## src/rtl/spu_pkg.sv

```systemverilog
package spu_pkg;

	localparam int data_w     = 128;	// Register width
	localparam int reg_addr_w = 7;		// 128 registers
	localparam int op_w       = 11;
	localparam int wb_adr_w   = 10;		// Word address
	localparam int wb_dat_w   = 32;
	localparam int pipe_depth = 4;		// Result stages in the byte unit

	// Wishbone word address map
	localparam int adr_region_bit = 9;		// Selects instruction port or register window
	localparam int adr_reg_msb    = 8;		// Register number in bits 8 to 2
	localparam int adr_reg_lsb    = 2;
	localparam int adr_word_msb   = 1;		// Word in register, word 0 most significant
	localparam logic adr_region_reg = 1'b1;

	// Instruction word fields, opcode on top, then rb, ra, rt
	localparam int ins_op_lsb = 21;
	localparam int ins_rb_lsb = 14;
	localparam int ins_ra_lsb = 7;
	localparam int ins_rt_lsb = 0;

	typedef enum logic [op_w-1:0] {
		op_nop   = 11'b00000000000,
		op_cntb  = 11'b01010110100,	// Count ones in bytes
		op_avgb  = 11'b00011010011,	// Average bytes
		op_absdb = 11'b00001010011,	// Absolute difference of bytes
		op_sumb  = 11'b01001010011		// Sum bytes into halfwords
	} byte_op_t;

	typedef enum logic {
		st_idle,
		st_ack		// Acknowledge cycle
	} issue_state_t;

endpackage

```

## src/rtl/spu_byte_unit.sv

```systemverilog
`timescale 1ns/1ps

module spu_byte_unit (
	input  logic                           clk,
	input  logic                           reset,
	input  spu_pkg::byte_op_t              op,
	input  logic [0:spu_pkg::reg_addr_w-1] rt_addr,		// Destination register
	input  logic                           reg_write,
	input  logic [0:spu_pkg::data_w-1]     ra,
	input  logic [0:spu_pkg::data_w-1]     rb,
	input  logic [0:spu_pkg::reg_addr_w-1] src_a_addr,
	input  logic [0:spu_pkg::reg_addr_w-1] src_b_addr,
	output logic [0:spu_pkg::data_w-1]     rt_wb,
	output logic [0:spu_pkg::reg_addr_w-1] rt_addr_wb,
	output logic                           reg_write_wb,
	output logic                           stall_raw
);

	logic [0:spu_pkg::data_w-1]     result;		// Value entering stage 0
	logic                           known;		// Opcode produces a result
	logic [0:spu_pkg::data_w-1]     rt_delay [spu_pkg::pipe_depth];
	logic [0:spu_pkg::reg_addr_w-1] rt_addr_delay [spu_pkg::pipe_depth];
	logic [spu_pkg::pipe_depth-1:0] valid_delay;	// Bit 0 is the first stage

	always_comb begin
		result = '0;
		known  = 1'b1;
		case (op)
			spu_pkg::op_cntb: begin
				for (int i = 0; i < spu_pkg::data_w / 8; i++) begin
					result[i*8 +: 8] = 8'($countones(ra[i*8 +: 8]));
				end
			end
			spu_pkg::op_avgb: begin
				for (int i = 0; i < spu_pkg::data_w / 8; i++) begin
					result[i*8 +: 8] = 8'((9'(ra[i*8 +: 8]) + 9'(rb[i*8 +: 8]) + 9'd1) >> 1);
				end
			end
			spu_pkg::op_absdb: begin
				for (int i = 0; i < spu_pkg::data_w / 8; i++) begin
					if ($signed(ra[i*8 +: 8]) > $signed(rb[i*8 +: 8])) begin
						result[i*8 +: 8] = ra[i*8 +: 8] - rb[i*8 +: 8];
					end else begin
						result[i*8 +: 8] = rb[i*8 +: 8] - ra[i*8 +: 8];
					end
				end
			end
			spu_pkg::op_sumb: begin
				// rb sum to the upper halfword of each word, ra sum to the lower
				for (int i = 0; i < spu_pkg::data_w / 32; i++) begin
					result[i*32 +: 16] = 16'($signed(rb[i*32 +: 8]))
						+ 16'($signed(rb[i*32+8 +: 8]))
						+ 16'($signed(rb[i*32+16 +: 8]))
						+ 16'($signed(rb[i*32+24 +: 8]));
					result[i*32+16 +: 16] = 16'($signed(ra[i*32 +: 8]))
						+ 16'($signed(ra[i*32+8 +: 8]))
						+ 16'($signed(ra[i*32+16 +: 8]))
						+ 16'($signed(ra[i*32+24 +: 8]));
				end
			end
			default: begin
				known = 1'b0;	// nop and undefined opcodes
			end
		endcase
	end

	always_ff @(posedge clk) begin
		if (reset) begin
			valid_delay <= '0;
		end else begin
			valid_delay <= {valid_delay[spu_pkg::pipe_depth-2:0], reg_write && known};
		end
	end

	always_ff @(posedge clk) begin
		rt_delay[0]      <= result;
		rt_addr_delay[0] <= rt_addr;
		for (int i = 1; i < spu_pkg::pipe_depth; i++) begin
			rt_delay[i]      <= rt_delay[i-1];
			rt_addr_delay[i] <= rt_addr_delay[i-1];
		end
	end

	assign rt_wb        = rt_delay[spu_pkg::pipe_depth-1];
	assign rt_addr_wb   = rt_addr_delay[spu_pkg::pipe_depth-1];
	assign reg_write_wb = valid_delay[spu_pkg::pipe_depth-1];

	// No forwarding, so the last stage counts until the register file holds it
	always_comb begin
		stall_raw = 1'b0;
		for (int i = 0; i < spu_pkg::pipe_depth; i++) begin
			if (valid_delay[i] &&
				(rt_addr_delay[i] == src_a_addr || rt_addr_delay[i] == src_b_addr)) begin
				stall_raw = 1'b1;
			end
		end
	end

	// Issue never sends an instruction whose sources are still in flight
	no_issue_on_hazard: assert property (@(posedge clk) disable iff (reset)
		reg_write |-> !stall_raw);

endmodule

```

## config.mk

```make
export PLATFORM = sky130hd
export DESIGN_NAME = spu_byte_unit
export DESIGN_NICKNAME = d
export VERILOG_FILES = /design/src/rtl/spu_pkg.sv /design/src/rtl/spu_byte_unit.sv
export SDC_FILE = /design/constraint.sdc
export NUM_CORES = 2
export LEC_CHECK = 0
export BUFFER_PORTS_ARGS = -buffer_cell sky130_fd_sc_hd__buf_2
export CAP_MARGIN = 5
export CORE_MARGIN = 4
export CORE_UTILIZATION = 52
export DETAILED_ROUTE_END_ITERATION = 10
export GPL_ROUTABILITY_DRIVEN = 0
export PLACE_DENSITY = 0.72
export SLEW_MARGIN = 20
export SYNTH_ARGS = -nofsm -noshare
export SYNTH_HDL_FRONTEND = slang
export SYNTH_SLANG_ARGS = --single-unit
```

## constraint.sdc

```tcl
create_clock -name clk -period 11.22 [get_ports clk]
set_input_delay 2.805 -clock clk [delete_from_list [all_inputs] [get_ports clk]]
set_output_delay 2.805 -clock clk [all_outputs]
set_load 0.005 [all_outputs]
```

==> results.md <==
- DRC errors left: 0
- Final setup vio count: 0
- Cell Rows: 96
- Slew headroom: 0.243
- PostCTS Resize Cnt: 0
- Final wirelength: 97.9 mm
- CTS tree: built
- Die Height: 271 um
- Part of the cycle the worst path needs: 0.597
- Initial drt markers: 1909
- Core area: 68500 um2
- Largest net degree at the start of global routing: 70
- Syn-to-layout area delta: 13.7%
- Worst stage delay on the critical path: 210 ps
- Ports: 428
- CP Max Fanout: 4
- Clock Latency Late Sink: 620 ps
- Buffers on Ports: 427
- Initial core utilization: 0.524
- R2R depth: 1
- RSZ-0062 raised after global routing: no
- Proportion of netlist area held by the largest area contributor: 0.304
- Worst reg2reg path endpoint: valid_delay[1]
- YS warnings: 0
- Status: completed
- Critical path required time: 8420 ps
- First-pass GRT wire length: 151 mm
- Max Freq: 149 MHz
- WHS: 317 ps
- WS Path Type: in2out
- CP Cell Sequence: buf_2, xnor2_1, nand4_1, nor4_1, o21ai_0, nand4_1, buf_2
- Worst VDD drop: 0.129 mV
- Detailed Place HPWL: 77.6 mm
- Vias/cell: 5.48
- Grt ovf: 0
- Dominant synthesized flop cell: dfxtp_1
- CTS max path bufs: 3
- Min Tclk post-route: 6700 ps
- H-tree depth: 2
- Hold Path Class: reg2reg
- CP arrival: 3890 ps
- Layout cell share with drive strength beyond 1: 0.152
- Vias in the first global route: 27303
- Async SR Flop Fraction: 0
- Hold Vio Cnt, Final: 0
- Fillers: 5869
- Synth area leader: dfxtp_1
- Clock transition at path regs: 70 ps
- Register area share after synthesis: 0.304
- Nature of the critical path endpoint: primary output
- DIE WIDTH: 271 um
- Overall Global Routing Usage: 0.260
- MaxCap Viol Count: 0
- Post-synth EDFFs: 0
- Slew @ Worst Pin: 1140 ps
- CTS Sinks: 544
- HP Start: rt_delay[0][61]
- Synth top area cells: dfxtp_1 (30%), ha_1 (17%), fa_1 (14%)
- CTS Buf Count: 57
- Synth Register Bits: 544
- Post-CTS Setup Bufs: 0
- Synth Instances: 3575
- Worst hold path cell count: 0
- Syn_nets: 4610
- Final #Nets: 4996
- P per Cell Area: 143 nW/um2
- Netlist Area Pre-Place: 35900 um2
- Vias post-DR: 26904
- Root buffer cell: clkbuf_16
- Leak: 0.0200 uW
- DRT Pass-1 Iters: 8
- CTS Hold Bufs: 0
- Worst Skew: 11.3 ps
- Mean Syn Cell Area: 10.0 um2
- CP Launch Type: input pin
- Final ANT Viol Nets: 0
- Max Slew Vio Count: 0
- Synth cell types: 73
- Initial antenna violation count: 33
- Per-cell routed wire length: 19.9 um
- TNS Setup: 0 ps
- Die area: 73200 um2
- Crit Reg-Reg Startpoint: valid_delay[0]
- Hold Crit Endpoint: rt_delay[1][61]
- R2R setup slack: 10680 ps
- Slowest stage cell, crit path: nor4_1
-- worst max-delay path: cells and delay by family --
kind                   cells  cell delay (ps)
buffers and inverters      2              270
AO/OA/AOI/OAI              1              140
AND/OR/NAND/NOR            3              510
XOR/XNOR                   1              170
-- layout by cell type (no fill, tap or decap), types with 12 or more instances in the layout --
master,instances
a211o_1,12
a21o_1,81
a21oi_1,203
a221oi_1,20
a222oi_1,32
a22oi_1,23
a31oi_1,21
a32oi_1,16
buf_2,427
buf_4,12
clkbuf_16,58
dfxtp_1,544
diode_2,21
fa_1,248
ha_1,496
inv_1,541
mux2_2,32
mux2i_1,72
nand2_1,89
nand4_1,15
nor2_1,174
nor2b_1,41
nor3_1,18
nor4_1,12
o211ai_1,20
o21a_1,13
o21ai_0,128
o21ai_1,12
o21bai_1,96
o221ai_1,62
xnor2_1,198
xor2_1,119
-- metal layers --
| metal | vias up | global-route usage | routed length, um |
|---|---|---|---|
| li1 | 12766 | - | - |
| met1 | 12905 | 0.325 | 40200 |
| met2 | 983 | 0.443 | 46700 |
| met3 | 232 | 0.0521 | 6970 |
| met4 | 18 | 0.100 | 3950 |
| met5 | - | 0 | 110 |
-- cell families (layout without fill, tap and decap cells) --
family | after synthesis | in the layout | share of synthesized area
AO/OA/AOI/OAI | 802 | 802 | 0.153
XOR/XNOR | 317 | 317 | 0.0774
adder cells (fa/ha/maj) | 744 | 744 | 0.312
buffers and inverters | 655 | 1089 | 0.0704
flip-flops | 544 | 544 | 0.304
multiplexers | 104 | 104 | 0.0302
other | 0 | 21 | 0
AND/OR/NAND/NOR | 409 | 409 | 0.0533
-- flip-flops by register name, indices dropped and copies added, names as in the netlist --
name and flops:
rt_delay 512, rt_addr_delay 28, valid_delay 4
-- how the worst max path moves through the flow --
stage,startpoint,end,slack [ps],depth (start not counted)
3_3_place_gp,src_a_addr[3],stall_raw,4590,7
5_1_grt,src_a_addr[3],stall_raw,4400,7
6_report,src_a_addr[3],stall_raw,4520,7
4_1_cts,src_a_addr[3],stall_raw,4540,7
3_5_place_dp,ra[30],rt_delay[0][111],4550,14
2_1_floorplan,src_a_addr[2],stall_raw,4820,6
-- Yosys cell counts, drive strengths merged, types with 8 or more instances --
| cell | count |
|---|---|
| nor2 | 174 |
| nand3 | 11 |
| nand2 | 91 |
| clkbuf | 81 |
| a221oi | 23 |
| a211o | 12 |
| xor2 | 119 |
| mux2 | 32 |
| dfxtp | 544 |
| o21ai | 141 |
| fa | 248 |
| buf | 31 |
| o21a | 13 |
| or3 | 8 |
| o41ai | 8 |
| a211oi | 9 |
| ha | 496 |
| o221ai | 62 |
| nor2b | 41 |
| a21o | 81 |
| a31oi | 27 |
| o21bai | 96 |
| nor3 | 19 |
| a32oi | 16 |
| a21oi | 204 |
| xnor2 | 198 |
| a222oi | 32 |
| a22oi | 23 |
| inv | 541 |
| o211ai | 20 |
| nand4 | 15 |
| nor4 | 12 |
| mux2i | 72 |
-- power breakdown --
| group | switching [uW] | internal (uW) | leakage (uW) |
|---|---|---|---|
| Sequential | 7.85 | 1940 | 0.00439 |
| Clock | 815 | 1140 | 0.000985 |
| Combinational | 1100 | 843 | 0.0146 |
-- metrics by stage --
stage               worst slack, ps  instances  area (um2)  total power [uW]   util
finish                         4520       4912       40800              5840  0.596
global route                   4400       4907       40800              6190  0.595
CTS                            4540       4891       40700              5870  0.595
detailed placement             4550       4784       38700              3890  0.566
global placement               4590       4784       38700              3850  0.566
floorplan                      4820       3575       35900              3410      -
-- layout make-up --
cell class                 count  area, um2  share of cell area
multi-input combinational   2376      22500               0.551
sequential                   544      10900               0.267
inverter                     543       2040              0.0500
antenna                       21       52.6             0.00129
tap                          882       1100              0.0271
timing repair buffer         439       2230              0.0546
clock buffer                  74       1600              0.0393
clock inverter                33        394             0.00967
Power figures use the tool's default switching activity.
