**src/rtl/spu_pkg.sv**
```systemverilog
package spu_pkg;

	localparam int data_w     = 128;	// Register width
	localparam int reg_addr_w = 7;		// 128 registers
	localparam int op_w       = 11;
	localparam int wb_adr_w   = 10;		// Word address
	localparam int wb_dat_w   = 32;
	localparam int pipe_depth = 4;		// Result stages in the byte unit

	// Wishbone word address map
	localparam int adr_region_bit = 9;		// Selects instruction port or register window
	localparam int adr_reg_msb    = 8;		// Register number in bits 8 to 2
	localparam int adr_reg_lsb    = 2;
	localparam int adr_word_msb   = 1;		// Word in register, word 0 most significant
	localparam logic adr_region_reg = 1'b1;

	// Instruction word fields, opcode on top, then rb, ra, rt
	localparam int ins_op_lsb = 21;
	localparam int ins_rb_lsb = 14;
	localparam int ins_ra_lsb = 7;
	localparam int ins_rt_lsb = 0;

	typedef enum logic [op_w-1:0] {
		op_nop   = 11'b00000000000,
		op_cntb  = 11'b01010110100,	// Count ones in bytes
		op_avgb  = 11'b00011010011,	// Average bytes
		op_absdb = 11'b00001010011,	// Absolute difference of bytes
		op_sumb  = 11'b01001010011		// Sum bytes into halfwords
	} byte_op_t;

	typedef enum logic {
		st_idle,
		st_ack		// Acknowledge cycle
	} issue_state_t;

endpackage

```
**src/rtl/spu_issue.sv**
```systemverilog
`timescale 1ns/1ps

module spu_issue (
	input  logic                           clk,
	input  logic                           reset,
	input  logic                           wb_cyc,
	input  logic                           wb_stb,
	input  logic                           wb_we,
	input  logic [spu_pkg::wb_adr_w-1:0]   wb_adr,
	input  logic [spu_pkg::wb_dat_w-1:0]   wb_dat_w,
	output logic [spu_pkg::wb_dat_w-1:0]   wb_dat_r,
	output logic                           wb_ack,
	output logic [0:spu_pkg::reg_addr_w-1] ra_addr,
	output logic [0:spu_pkg::reg_addr_w-1] rb_addr,
	input  logic [0:spu_pkg::data_w-1]     ra_data,
	input  logic [0:spu_pkg::data_w-1]     rb_data,
	output spu_pkg::byte_op_t              op,
	output logic [0:spu_pkg::reg_addr_w-1] rt_addr,
	output logic                           reg_write,
	output logic [0:spu_pkg::data_w-1]     ra,
	output logic [0:spu_pkg::data_w-1]     rb,
	output logic [0:spu_pkg::reg_addr_w-1] src_a_addr,
	output logic [0:spu_pkg::reg_addr_w-1] src_b_addr,
	input  logic                           stall_raw,
	output logic                           host_we,
	output logic [0:spu_pkg::reg_addr_w-1] host_addr,
	output logic [1:0]                     host_word,
	output logic [spu_pkg::wb_dat_w-1:0]   host_data,
	input  logic                           host_busy
);

	spu_pkg::issue_state_t state;

	logic                           pending;	// Transfer requested by the master
	logic                           is_reg;		// Register window access
	logic [0:spu_pkg::reg_addr_w-1] win_addr;
	logic [1:0]                     win_word;
	logic                           accept;		// Transfer taken on this edge

	assign pending  = wb_cyc && wb_stb;
	assign is_reg   = wb_adr[spu_pkg::adr_region_bit] == spu_pkg::adr_region_reg;
	assign win_addr = wb_adr[spu_pkg::adr_reg_msb:spu_pkg::adr_reg_lsb];
	assign win_word = wb_adr[spu_pkg::adr_word_msb:0];

	// A window access checks hazards against the addressed register itself
	assign src_a_addr = is_reg ? win_addr
		: wb_dat_w[spu_pkg::ins_ra_lsb +: spu_pkg::reg_addr_w];
	assign src_b_addr = is_reg ? win_addr
		: wb_dat_w[spu_pkg::ins_rb_lsb +: spu_pkg::reg_addr_w];
	assign ra_addr = src_a_addr;
	assign rb_addr = src_b_addr;
	assign ra      = ra_data;
	assign rb      = rb_data;

	assign op      = spu_pkg::byte_op_t'(wb_dat_w[spu_pkg::ins_op_lsb +: spu_pkg::op_w]);
	assign rt_addr = wb_dat_w[spu_pkg::ins_rt_lsb +: spu_pkg::reg_addr_w];

	assign host_we   = pending && state == spu_pkg::st_idle && !stall_raw && is_reg && wb_we;
	assign host_addr = win_addr;
	assign host_word = win_word;
	assign host_data = wb_dat_w;

	assign accept    = pending && state == spu_pkg::st_idle && !stall_raw
		&& !(host_we && host_busy);	// Host write retries after a writeback
	assign reg_write = accept && !is_reg && wb_we && op != spu_pkg::op_nop;

	always_ff @(posedge clk) begin
		if (reset) begin
			state <= spu_pkg::st_idle;
		end else begin
			case (state)
				spu_pkg::st_idle: if (accept) state <= spu_pkg::st_ack;
				default:          state <= spu_pkg::st_idle;
			endcase
		end
	end

	assign wb_ack = state == spu_pkg::st_ack;

	always_ff @(posedge clk) begin
		if (accept && is_reg && !wb_we) begin
			wb_dat_r <= ra_data[win_word * spu_pkg::wb_dat_w +: spu_pkg::wb_dat_w];
		end
	end

	// The master keeps the strobe up until it has seen the acknowledge
	ack_with_request: assert property (@(posedge clk) disable iff (reset)
		$rose(wb_ack) |-> wb_cyc && wb_stb);

endmodule

```
**config.mk**
```make
export PLATFORM = sky130hd
export DESIGN_NAME = spu_issue
export DESIGN_NICKNAME = d
export VERILOG_FILES = /design/src/rtl/spu_pkg.sv /design/src/rtl/spu_issue.sv
export SDC_FILE = /design/constraint.sdc
export NUM_CORES = 1
export LEC_CHECK = 0
export ABC_AREA = 1
export ABC_CLOCK_PERIOD_IN_PS = 2500
export CORE_AREA = 3 3 267 269
export CTS_CLUSTER_SIZE = 12
export DETAILED_ROUTE_END_ITERATION = 8
export DIE_AREA = 0 0 270 272
export DONT_BUFFER_PORTS = 1
export PLACE_DENSITY = 0.3
export SETUP_SLACK_MARGIN = 0.05
export SYNTH_ARGS = -nofsm -noshare
export SYNTH_HDL_FRONTEND = slang
export SYNTH_SLANG_ARGS = --single-unit
```
**constraint.sdc**
```tcl
create_clock -name clk -period 2.5 [get_ports clk]
set_input_delay 0.375 -clock clk [delete_from_list [all_inputs] [get_ports clk]]
set_output_delay 0.375 -clock clk [all_outputs]
set_load 0.01 [all_outputs]
```
==> results of run 1 <==
-- power by group through the flow --
stage | Sequential, mW | Combinational [mW] | Clock (mW)
floorplan | 0.647 | 0.730 | 0
global placement | 0.651 | 0.223 | 0
detailed placement | 0.651 | 0.225 | 0
CTS | 0.639 | 0.225 | 0.844
global route | 0.639 | 0.245 | 0.870
finish | 0.638 | 0.218 | 0.783
-- placed cells by master, fill, tap and decap left out, types with 2 or more instances in the layout --
| cell | n |
|---|---|
| nor2_1 | 73 |
| nand2_1 | 41 |
| o21ai_0 | 36 |
| o22ai_1 | 32 |
| edfxtp_1 | 32 |
| o21ai_1 | 28 |
| diode_2 | 7 |
| clkbuf_16 | 5 |
| inv_2 | 2 |
| inv_1 | 2 |
| nor3_1 | 2 |
-- per-layer routing --
layer	vias up	share of wire [%]	wire length, um	global-route usage (%)
met5	-	0.35	81	0
met4	12	5.5	1280	3.54
met3	99	16	3770	4.32
met2	348	50	11700	10.5
met1	1138	28	6580	4.86
li1	951	-	-	-
-- critical path, stage by stage (launching register included) --
cell	delay [ps]
dfxtp_1	350
nor3_1	260
nand2_1	150
nor2_4	100
buf_4	400
-- sequential cells by signal, summed over array words and instances (netlist names) --
signal	cells
wb_ack	1
wb_dat_r	32
-- cell type report --
class,instances,area share [%]
Tap cell,931,34.8
Multi-Input combinational cell,215,29.3
Sequential cell,33,29.3
Clock buffer,5,3.73
Clock inverter,3,1.38
Inverter,5,0.784
Antenna cell,7,0.523
Timing Repair Buffer,1,0.224
-- path summary, 6_finish.rpt --
| path | end | slack [ps] | cells past startpoint |
|---|---|---|---|
| setup reg to reg | wb_dat_r[2]$_DFFE_PP_ | 790 | 4 |
| hold / removal | wb_ack$_SDFF_PP0_ | 220 | 2 |
| setup / recovery | wb_dat_r[2]$_DFFE_PP_ | 790 | 4 |
| hold reg to reg | wb_ack$_SDFF_PP0_ | 610 | 2 |
-- per-stage QoR --
step / setup slack (ps) / std cells / utilization (%) / power [mW] / instance area, um2
floorplan: 563 / 603 / - / 1.38 / 4630
global placement: 689 / 1185 / 4.60 / 0.874 / 3160
detailed placement: 746 / 1185 / 4.60 / 0.876 / 3160
CTS: 752 / 1193 / 4.84 / 1.71 / 3330
global route: 627 / 1199 / 4.87 / 1.75 / 3350
finish: 795 / 1200 / 4.87 / 1.64 / 3350
-- cells in the mapped netlist, drive strengths merged --
library cell  number
inv                5
clkbuf             1
nor2              74
buf              349
edfxtp            32
nor3               2
o21ai             64
o31ai              1
or2                1
nand2             41
dfxtp              1
o22ai             32
-- cell families (layout without fill, tap and decap cells) --
group,after synthesis,after routing
other,0,7
flip-flops,33,33
buffers and inverters,355,14
AO/OA/AOI/OAI,97,97
AND/OR/NAND/NOR,118,118
==> results.cfg, run 1 <==
[power_and_ir_drop]
switching_share_pct = 29.1
p_sw_mw = 0.476
p_leak_nw = 0.779
p_clk_share_pct = 47.8
p_int_mw = 1.16
powerDensity_mw_per_mm2 = 489
p_seq_share_pct = 38.9
peakVddDrop_v = 0.000224
pwr-share-comb_pct = 13.3

[logic_synthesis]
synth-seq-area-share_pct = 21.2
yosys.area_share.xor_xnor_pct = 0
synth_area_leaders = buf_4 54%, edfxtp_1 21%, nor2_1 6.0%
yosysUniqueCellTypes = 17
synth_seq_cells = 33
ys_warn_count = 0
synth_top_family_by_area = buffers and inverters
yosys.area_share.simple_pct = 9.68
yosysTopAreaCellShare_pct = 53.9
synth.largest_area_cell = buf_4
synthMuxAreaShare_pct = 0
synth.avg_cell_area_um2 = 7.67
synthAdderAreaFrac_pct = 0
synthCells = 603
syn_nets = 908
synth_compound_area_share_pct = 11.4
syn_area_mm2 = 0.00463

[timing]
slew_viol_final = 0
finalCritPeriodShare_pct = 68.2
hold_viol = 0
max_freq_ghz = 0.586
fin_worst_skew_ps = 17.4
finalSetupViolations = 0
max_slew_margin_pct = 54.6
period_minus_slack_ps = 1710
rsz0062_at_grt = false
finalSetupTns_ps = 0
tightest_slew_ps = 680
hold_slack_ps = 223

[detailed_routing]
drt-pass1-iter-count = 4
drc = 0
viasPerCell = 2.12
post_drt_wl_per_cell_um = 19.5
drt_iter0_markers = 135
postRouteAntennaNets = 0
vias = 2548
drt_wl_total_um = 23400

[critical_path]
start_kind = flop
arrival_ps = 1640
end_kind = flop
reg2reg_from = wb_ack$_SDFF_PP0_
cp_max_fo = 32
crit_start = wb_ack$_SDFF_PP0_
criticalPathCategory = reg2reg
crit_required_ps = 2440

[global_route]
grt_pass1_wl_um = 28700
grt_usage_pct = 5.99
grt_pass1_vias = 2604
grt_start_max_net_pins = 67
gr-total-overflow = 0
antenna_found_initial = 14

[clock_tree]
cts_buffers = 5
clock_latency_ps = 300
ctsHtreeMaxLevel = 2
ctsHoldBuffers = 0
ctsResizeCount = 0
ctsLongestPathBuffers = 2
clkSinkCount = 33
path_clk_slew_ps = 70
cts_setup_buffers = 0
cts_root_buf = clkbuf_16
cts_tree = done

[layout]
final_layout_size_suffix_gt1_share_pct = 5.34
final_nets = 566
n_fill_cell = 8162
multiInputGateArea_um2 = 983
ff_latch_area_um2 = 981
syn_to_final_growth_pct = -27.6

[run_status]
status = completed

[die]
die_h_um = 272
core_area_mm2 = 0.0688
die-area_mm2 = 0.0734
ioPinCount = 683
initial_core_util_pct = 6.72
rows = 96
dieWidth_um = 270

[job]
cap_viol_max_count = 0

[hold_path]
hold_class = in2reg
min_from = reset

[placement]
gp_congestion = 0.738
portBuffers = 0
hpwl_um = 20500
(Power assumes the default switching activity.)
==> inputs of run 2 (changes only) <==
--- a/config.mk
+++ b/config.mk
@@ -6,7 +6,7 @@
 export NUM_CORES = 1
 export LEC_CHECK = 0
 export ABC_AREA = 1
-export ABC_CLOCK_PERIOD_IN_PS = 2500
+export ABC_CLOCK_PERIOD_IN_PS = 1500
 export CORE_AREA = 3 3 267 269
 export CTS_CLUSTER_SIZE = 12
 export DETAILED_ROUTE_END_ITERATION = 8
==> constraint.sdc (replaced) <==
create_clock -name clk -period 1.5 [get_ports clk]
set_input_delay 0.225 -clock clk [delete_from_list [all_inputs] [get_ports clk]]
set_output_delay 0.225 -clock clk [all_outputs]
set_load 0.01 [all_outputs]
==> run 2 against run 1 <==
Clock power is 39% higher. Setup slack worse by 720 ps. Cell area is 8.1% higher. Sequential power is 66% higher. Die area stayed put. Hold slack worse by 160 ps. Non-clock buffer count is 25 higher. Clock-buffer cell count stayed put. Via count is 5.2% higher. Register-to-register slack worse by 720 ps. Critical path type unchanged. Highest routed layer unchanged.
==> results.cfg, run 2 (synthesis gave the netlist of run 1 again) <==
[critical_path]
cp_cell_sequence = nor3_4, nand2_2, nor2_4, buf_12, clkbuf_16
criticalPathCategory = reg2reg
cp_max_fo = 8
end_kind = flop
crit_required_ps = 1500
worst_path_max_delay_cell = dfxtp_4
arrival_ps = 1430
start_kind = flop
critPathMaxStageDelay_ps = 370

[layout]
largest_register = wb_dat_r
final_nets = 591
final_cells = 1225
mostFrequentLayoutCell = nor2_1
n_fill_cell = 8152
ff_latch_area_um2 = 985
syn_to_final_growth_pct = -21.7
final_layout_size_suffix_gt1_share_pct = 15.0
postLayoutCoreUtil_pct = 5.26
final_cell_mix = 72 x nor2_1, 40 x nand2_1, 36 x o21ai_0
multiInputGateArea_mm2 = 0.00100
stdcell_area_mm2 = 0.00362
largest_reg_flops = 32

[clock_tree]
ctsHtreeMaxLevel = 2
path_clk_slew_ps = 70
cts_buffers = 5
clock_latency_ps = 300
cts_tree = done
cts_root_buf = clkbuf_16
clkSinkCount = 33
ctsLongestPathBuffers = 2
ctsHoldBuffers = 0

[timing]
period_minus_slack_ps = 1430
slew_viol_final = 0
fin_ws_ps = 73.8
tightest_slew_ps = 437
max_slew_margin_pct = 70.5
finalCritPeriodShare_pct = 95.1
hold_slack_ps = 66.3
fin_worst_skew_ps = 20.0
hold_viol = 0
rsz0062_at_grt = true
finalSetupTns_ps = 0
max_freq_ghz = 0.701
finalSetupViolations = 0

[detailed_routing]
drt-pass1-iter-count = 4
postRouteAntennaNets = 0
viasPerCell = 2.19
drt_wl_total_um = 24700
drt_iter0_markers = 128
drc = 0
vias = 2680
post_drt_wl_per_cell_um = 20.2

[die]
die-area_mm2 = 0.0734
dieWidth_um = 270
core_area_mm2 = 0.0688
ioPinCount = 683
initial_core_util_pct = 6.72
rows = 96
die_h_um = 272

[power_and_ir_drop]
peakVddDrop_v = 0.000310
p_leak_nw = 0.920
powerDensity_mw_per_mm2 = 721
power_mw = 2.61

[placement]
hpwl_um = 20700
dp.cells = 1206
placed_cell_area_mm2 = 0.00335
portBuffers = 0
gp_congestion = 0.747
dp_slack_ps = 94.6

[global_route]
grt_pass1_vias = 2669
grt_pass1_wl_um = 29300
grt_usage_pct = 6.10
gr-total-overflow = 0
grt_start_max_net_pins = 67
antenna_found_initial = 10

[run_status]
status = completed

[hold_path]
hold_class = in2reg

[job]
cap_viol_max_count = 0
==> run 2: final timing paths <==
path	startpoint	endpoint	slack (ps)	cells past startpoint
worst min-delay path	reset	wb_ack$_SDFF_PP0_	70	2
worst max register to register	wb_ack$_SDFF_PP0_	wb_dat_r[29]$_DFFE_PP_	70	5
worst min register to register	wb_ack$_SDFF_PP0_	wb_ack$_SDFF_PP0_	570	2
worst max-delay path	wb_ack$_SDFF_PP0_	wb_dat_r[29]$_DFFE_PP_	70	5
==> run 2: worst max-delay path: cells and delay by family, from the launching register on <==
kind | cells | cell delay, ps
simple gates | 3 | 400
flops | 1 | 370
buf+inv | 2 | 330
==> run 2: metal layers <==
metal | share of wire, % | routed length (um) | global-route usage, % | vias to the layer above
met5 | 0.23 | 56 | 0 | -
met1 | 29 | 7080 | 5.02 | 1220
met4 | 8.1 | 1990 | 4.88 | 8
met2 | 49 | 12100 | 10.5 | 333
met3 | 14 | 3500 | 3.73 | 115
li1 | - | - | - | 1004
==> run 2: final cells by class <==
cell class / instances / share of cell area, %
Tap cell: 931 / 32.1
Timing Repair Buffer: 26 / 7.80
Multi-Input combinational cell: 215 / 27.7
Inverter: 5 / 0.725
Antenna cell: 7 / 0.483
Clock buffer: 5 / 3.45
Sequential cell: 33 / 27.2
Clock inverter: 3 / 0.483
==> run 2: what timing repair did <==
item                                    in CTS  in global routing
endpoints found under the setup margin       1                 30
setup buffers                                0                  1
cloned                                       0                  3
pin swaps                                    0                  3
gates resized for setup                      1                  6
==> run 2: power by group <==
group	switching (mW)	total, mW	internal [mW]
registers	0.0214	1.06	1.04
logic	0.285	0.453	0.167
clock network	0.483	1.09	0.611
==> inputs of run 3 (changes only) <==
--- a/config.mk
+++ b/config.mk
@@ -7,11 +7,11 @@
 export LEC_CHECK = 0
 export ABC_AREA = 1
 export ABC_CLOCK_PERIOD_IN_PS = 1500
-export CORE_AREA = 3 3 267 269
+export BUFFER_PORTS_ARGS = -buffer_cell sky130_fd_sc_hd__buf_2
+export CORE_AREA = 3 3 266 268
 export CTS_CLUSTER_SIZE = 12
 export DETAILED_ROUTE_END_ITERATION = 8
-export DIE_AREA = 0 0 270 272
-export DONT_BUFFER_PORTS = 1
+export DIE_AREA = 0 0 269 271
 export PLACE_DENSITY = 0.3
 export SETUP_SLACK_MARGIN = 0.05
 export SYNTH_ARGS = -nofsm -noshare
==> run 3 against run 2 <==
Wire length up 11%. Setup slack better by 11 ps. Clock skew down 2.0 ps. Non-clock buffer count up 391. Via count up 49%. Sequential power about the same. Die area down 0.74%. Clock-buffer cell count unchanged. Global-route usage up 0.90 points. Total power up 30%. Maximum frequency up 0.76%. Critical endpoint is now reg_write. Largest cell class is now buffers. Largest power group is now combinational logic.
==> results.cfg, run 3 (synthesis gave the netlist of run 1 again) <==
[run_status]
status = completed

[power_and_ir_drop]
peakVddDrop_v = 0.000321
p_leak_nw = 2.45
powerDensity_mw_per_mm2 = 615

[placement]
hpwl_um = 24600
portBuffers = 405
placed_cell_area_mm2 = 0.00534
gp_congestion = 0.708

[layout]
mostFrequentLayoutCell = buf_2
n_fill_cell = 8104
ff_latch_area_um2 = 982
largest_reg_flops = 32
final_layout_size_suffix_gt1_share_pct = 64.0
final_cell_mix = 404 x buf_2, 72 x nor2_1, 40 x nand2_1
largest_register = wb_dat_r
stdcell_area_mm2 = 0.00551
final_nets = 982
postLayoutCoreUtil_pct = 8.03
syn_to_final_growth_pct = 19.1
multiInputGateArea_mm2 = 0.00100

[critical_path]
crit_required_ps = 1270
arrival_ps = 1190
r2r_slack_ps = 110
cp_max_fo = 3
rr_endpoint = wb_dat_r[10]$_DFFE_PP_
r2r_cells = 4
criticalPathCategory = reg2out
reg2reg_from = wb_ack$_SDFF_PP0_
crit_start = wb_ack$_SDFF_PP0_
start_kind = flop
critPathCapture = reg_write
end_kind = output pin

[global_route]
gr-total-overflow = 0
grt_pass1_vias = 4095
grt_pass1_wl_um = 35100
grt_usage_pct = 7.00
grt_start_max_net_pins = 33
antenna_found_initial = 2

[timing]
max_freq_ghz = 0.706
max_slew_margin_pct = 76.1
finalCritPeriodShare_pct = 94.4
period_minus_slack_ps = 1420
finalSetupViolations = 0
finalSetupTns_ps = 0
tightest_slew_ps = 358
rsz0062_at_grt = true
hold_viol = 0
slew_viol_final = 0
fin_worst_skew_ps = 18.0

[detailed_routing]
post_drt_wl_per_cell_um = 17.0
drt-pass1-iter-count = 4
drc = 0
postRouteAntennaNets = 0
viasPerCell = 2.48
drt_iter0_markers = 160
drt_wl_total_um = 27400
vias = 3999

[clock_tree]
cts_tree = done
cts_setup_buffers = 0
ctsHtreeMaxLevel = 2
cts_root_buf = clkbuf_16
ctsLongestPathBuffers = 2
clock_latency_ps = 300
path_clk_slew_ps = 70
cts_buffers = 5
clkSinkCount = 33

[job]
cap_viol_max_count = 0

[hold_path]
min_from = reset
holdPathStages = 3
hold_class = in2reg

[die]
initial_core_util_pct = 6.75
rows = 96
ioPinCount = 683
die-area_mm2 = 0.0729
die_h_um = 271
core_area_mm2 = 0.0686
dieWidth_um = 269
run 3: changes by cell type in the layout (fill, tap and decap cells not counted), sizes merged:
cell	previous run	this run
buf	24	417
clkbuf	7	5
diode	7	1
run 3: what timing repair did:
item,in CTS,in global routing
endpoints found under the setup margin,1,27
gates resized for setup,5,0
hold buffers,0,0
pin swaps,1,1
run 3: per-layer routing:
layer	vias up	global-route usage (%)	wire (um)
met3	81	3.40	3340
met2	320	12.2	13400
met5	-	0	0
met1	1812	6.83	9400
li1	1786	-	-
met4	0	3.70	1270
run 3: how the worst min path moves through the flow:
stage                        end  slack (ps)
6_report       wb_ack$_SDFF_PP0_         150
4_1_cts        wb_ack$_SDFF_PP0_         120
3_5_place_dp             rb[100]         450
5_1_grt        wb_ack$_SDFF_PP0_         150
3_3_place_gp             rb[100]         450
2_1_floorplan  wb_ack$_SDFF_PP0_         370
run 3: final cells by class:
cell class / count / area share [%]
Multi-Input combinational cell: 215 / 18.2
Timing Repair Buffer: 417 / 39.7
Clock inverter: 3 / 0.318
Tap cell: 931 / 21.1
Antenna cell: 1 / 0.0454
Inverter: 5 / 0.477
Clock buffer: 5 / 2.27
Sequential cell: 33 / 17.8
run 3: power breakdown:
group	internal, mW	total (mW)	leakage, nW	switching [mW]
Sequential	1.04	1.05	0.295	0.00574
Combinational	0.503	1.24	2.08	0.738
Clock	0.612	1.10	0.0696	0.485
run 3: stage by stage:
step           setup slack, ps  cells  total power, mW  hold WS (ps)
2_1_floorplan            -27.3    603             2.30           375
3_3_place_gp              63.5   1601             2.34           450
3_5_place_dp              76.0   1601             2.34           450
4_1_cts                   56.3   1609             3.54           121
5_1_grt                  -9.83   1609             3.66           145
6_report                  84.5   1610             3.39           148
run 3: worst max-delay path, stage by stage (launching register included):
cell,delay [ps]
dfxtp_2,340
nor3_4,190
o31ai_1,120
nor2_1,100
buf_2,140
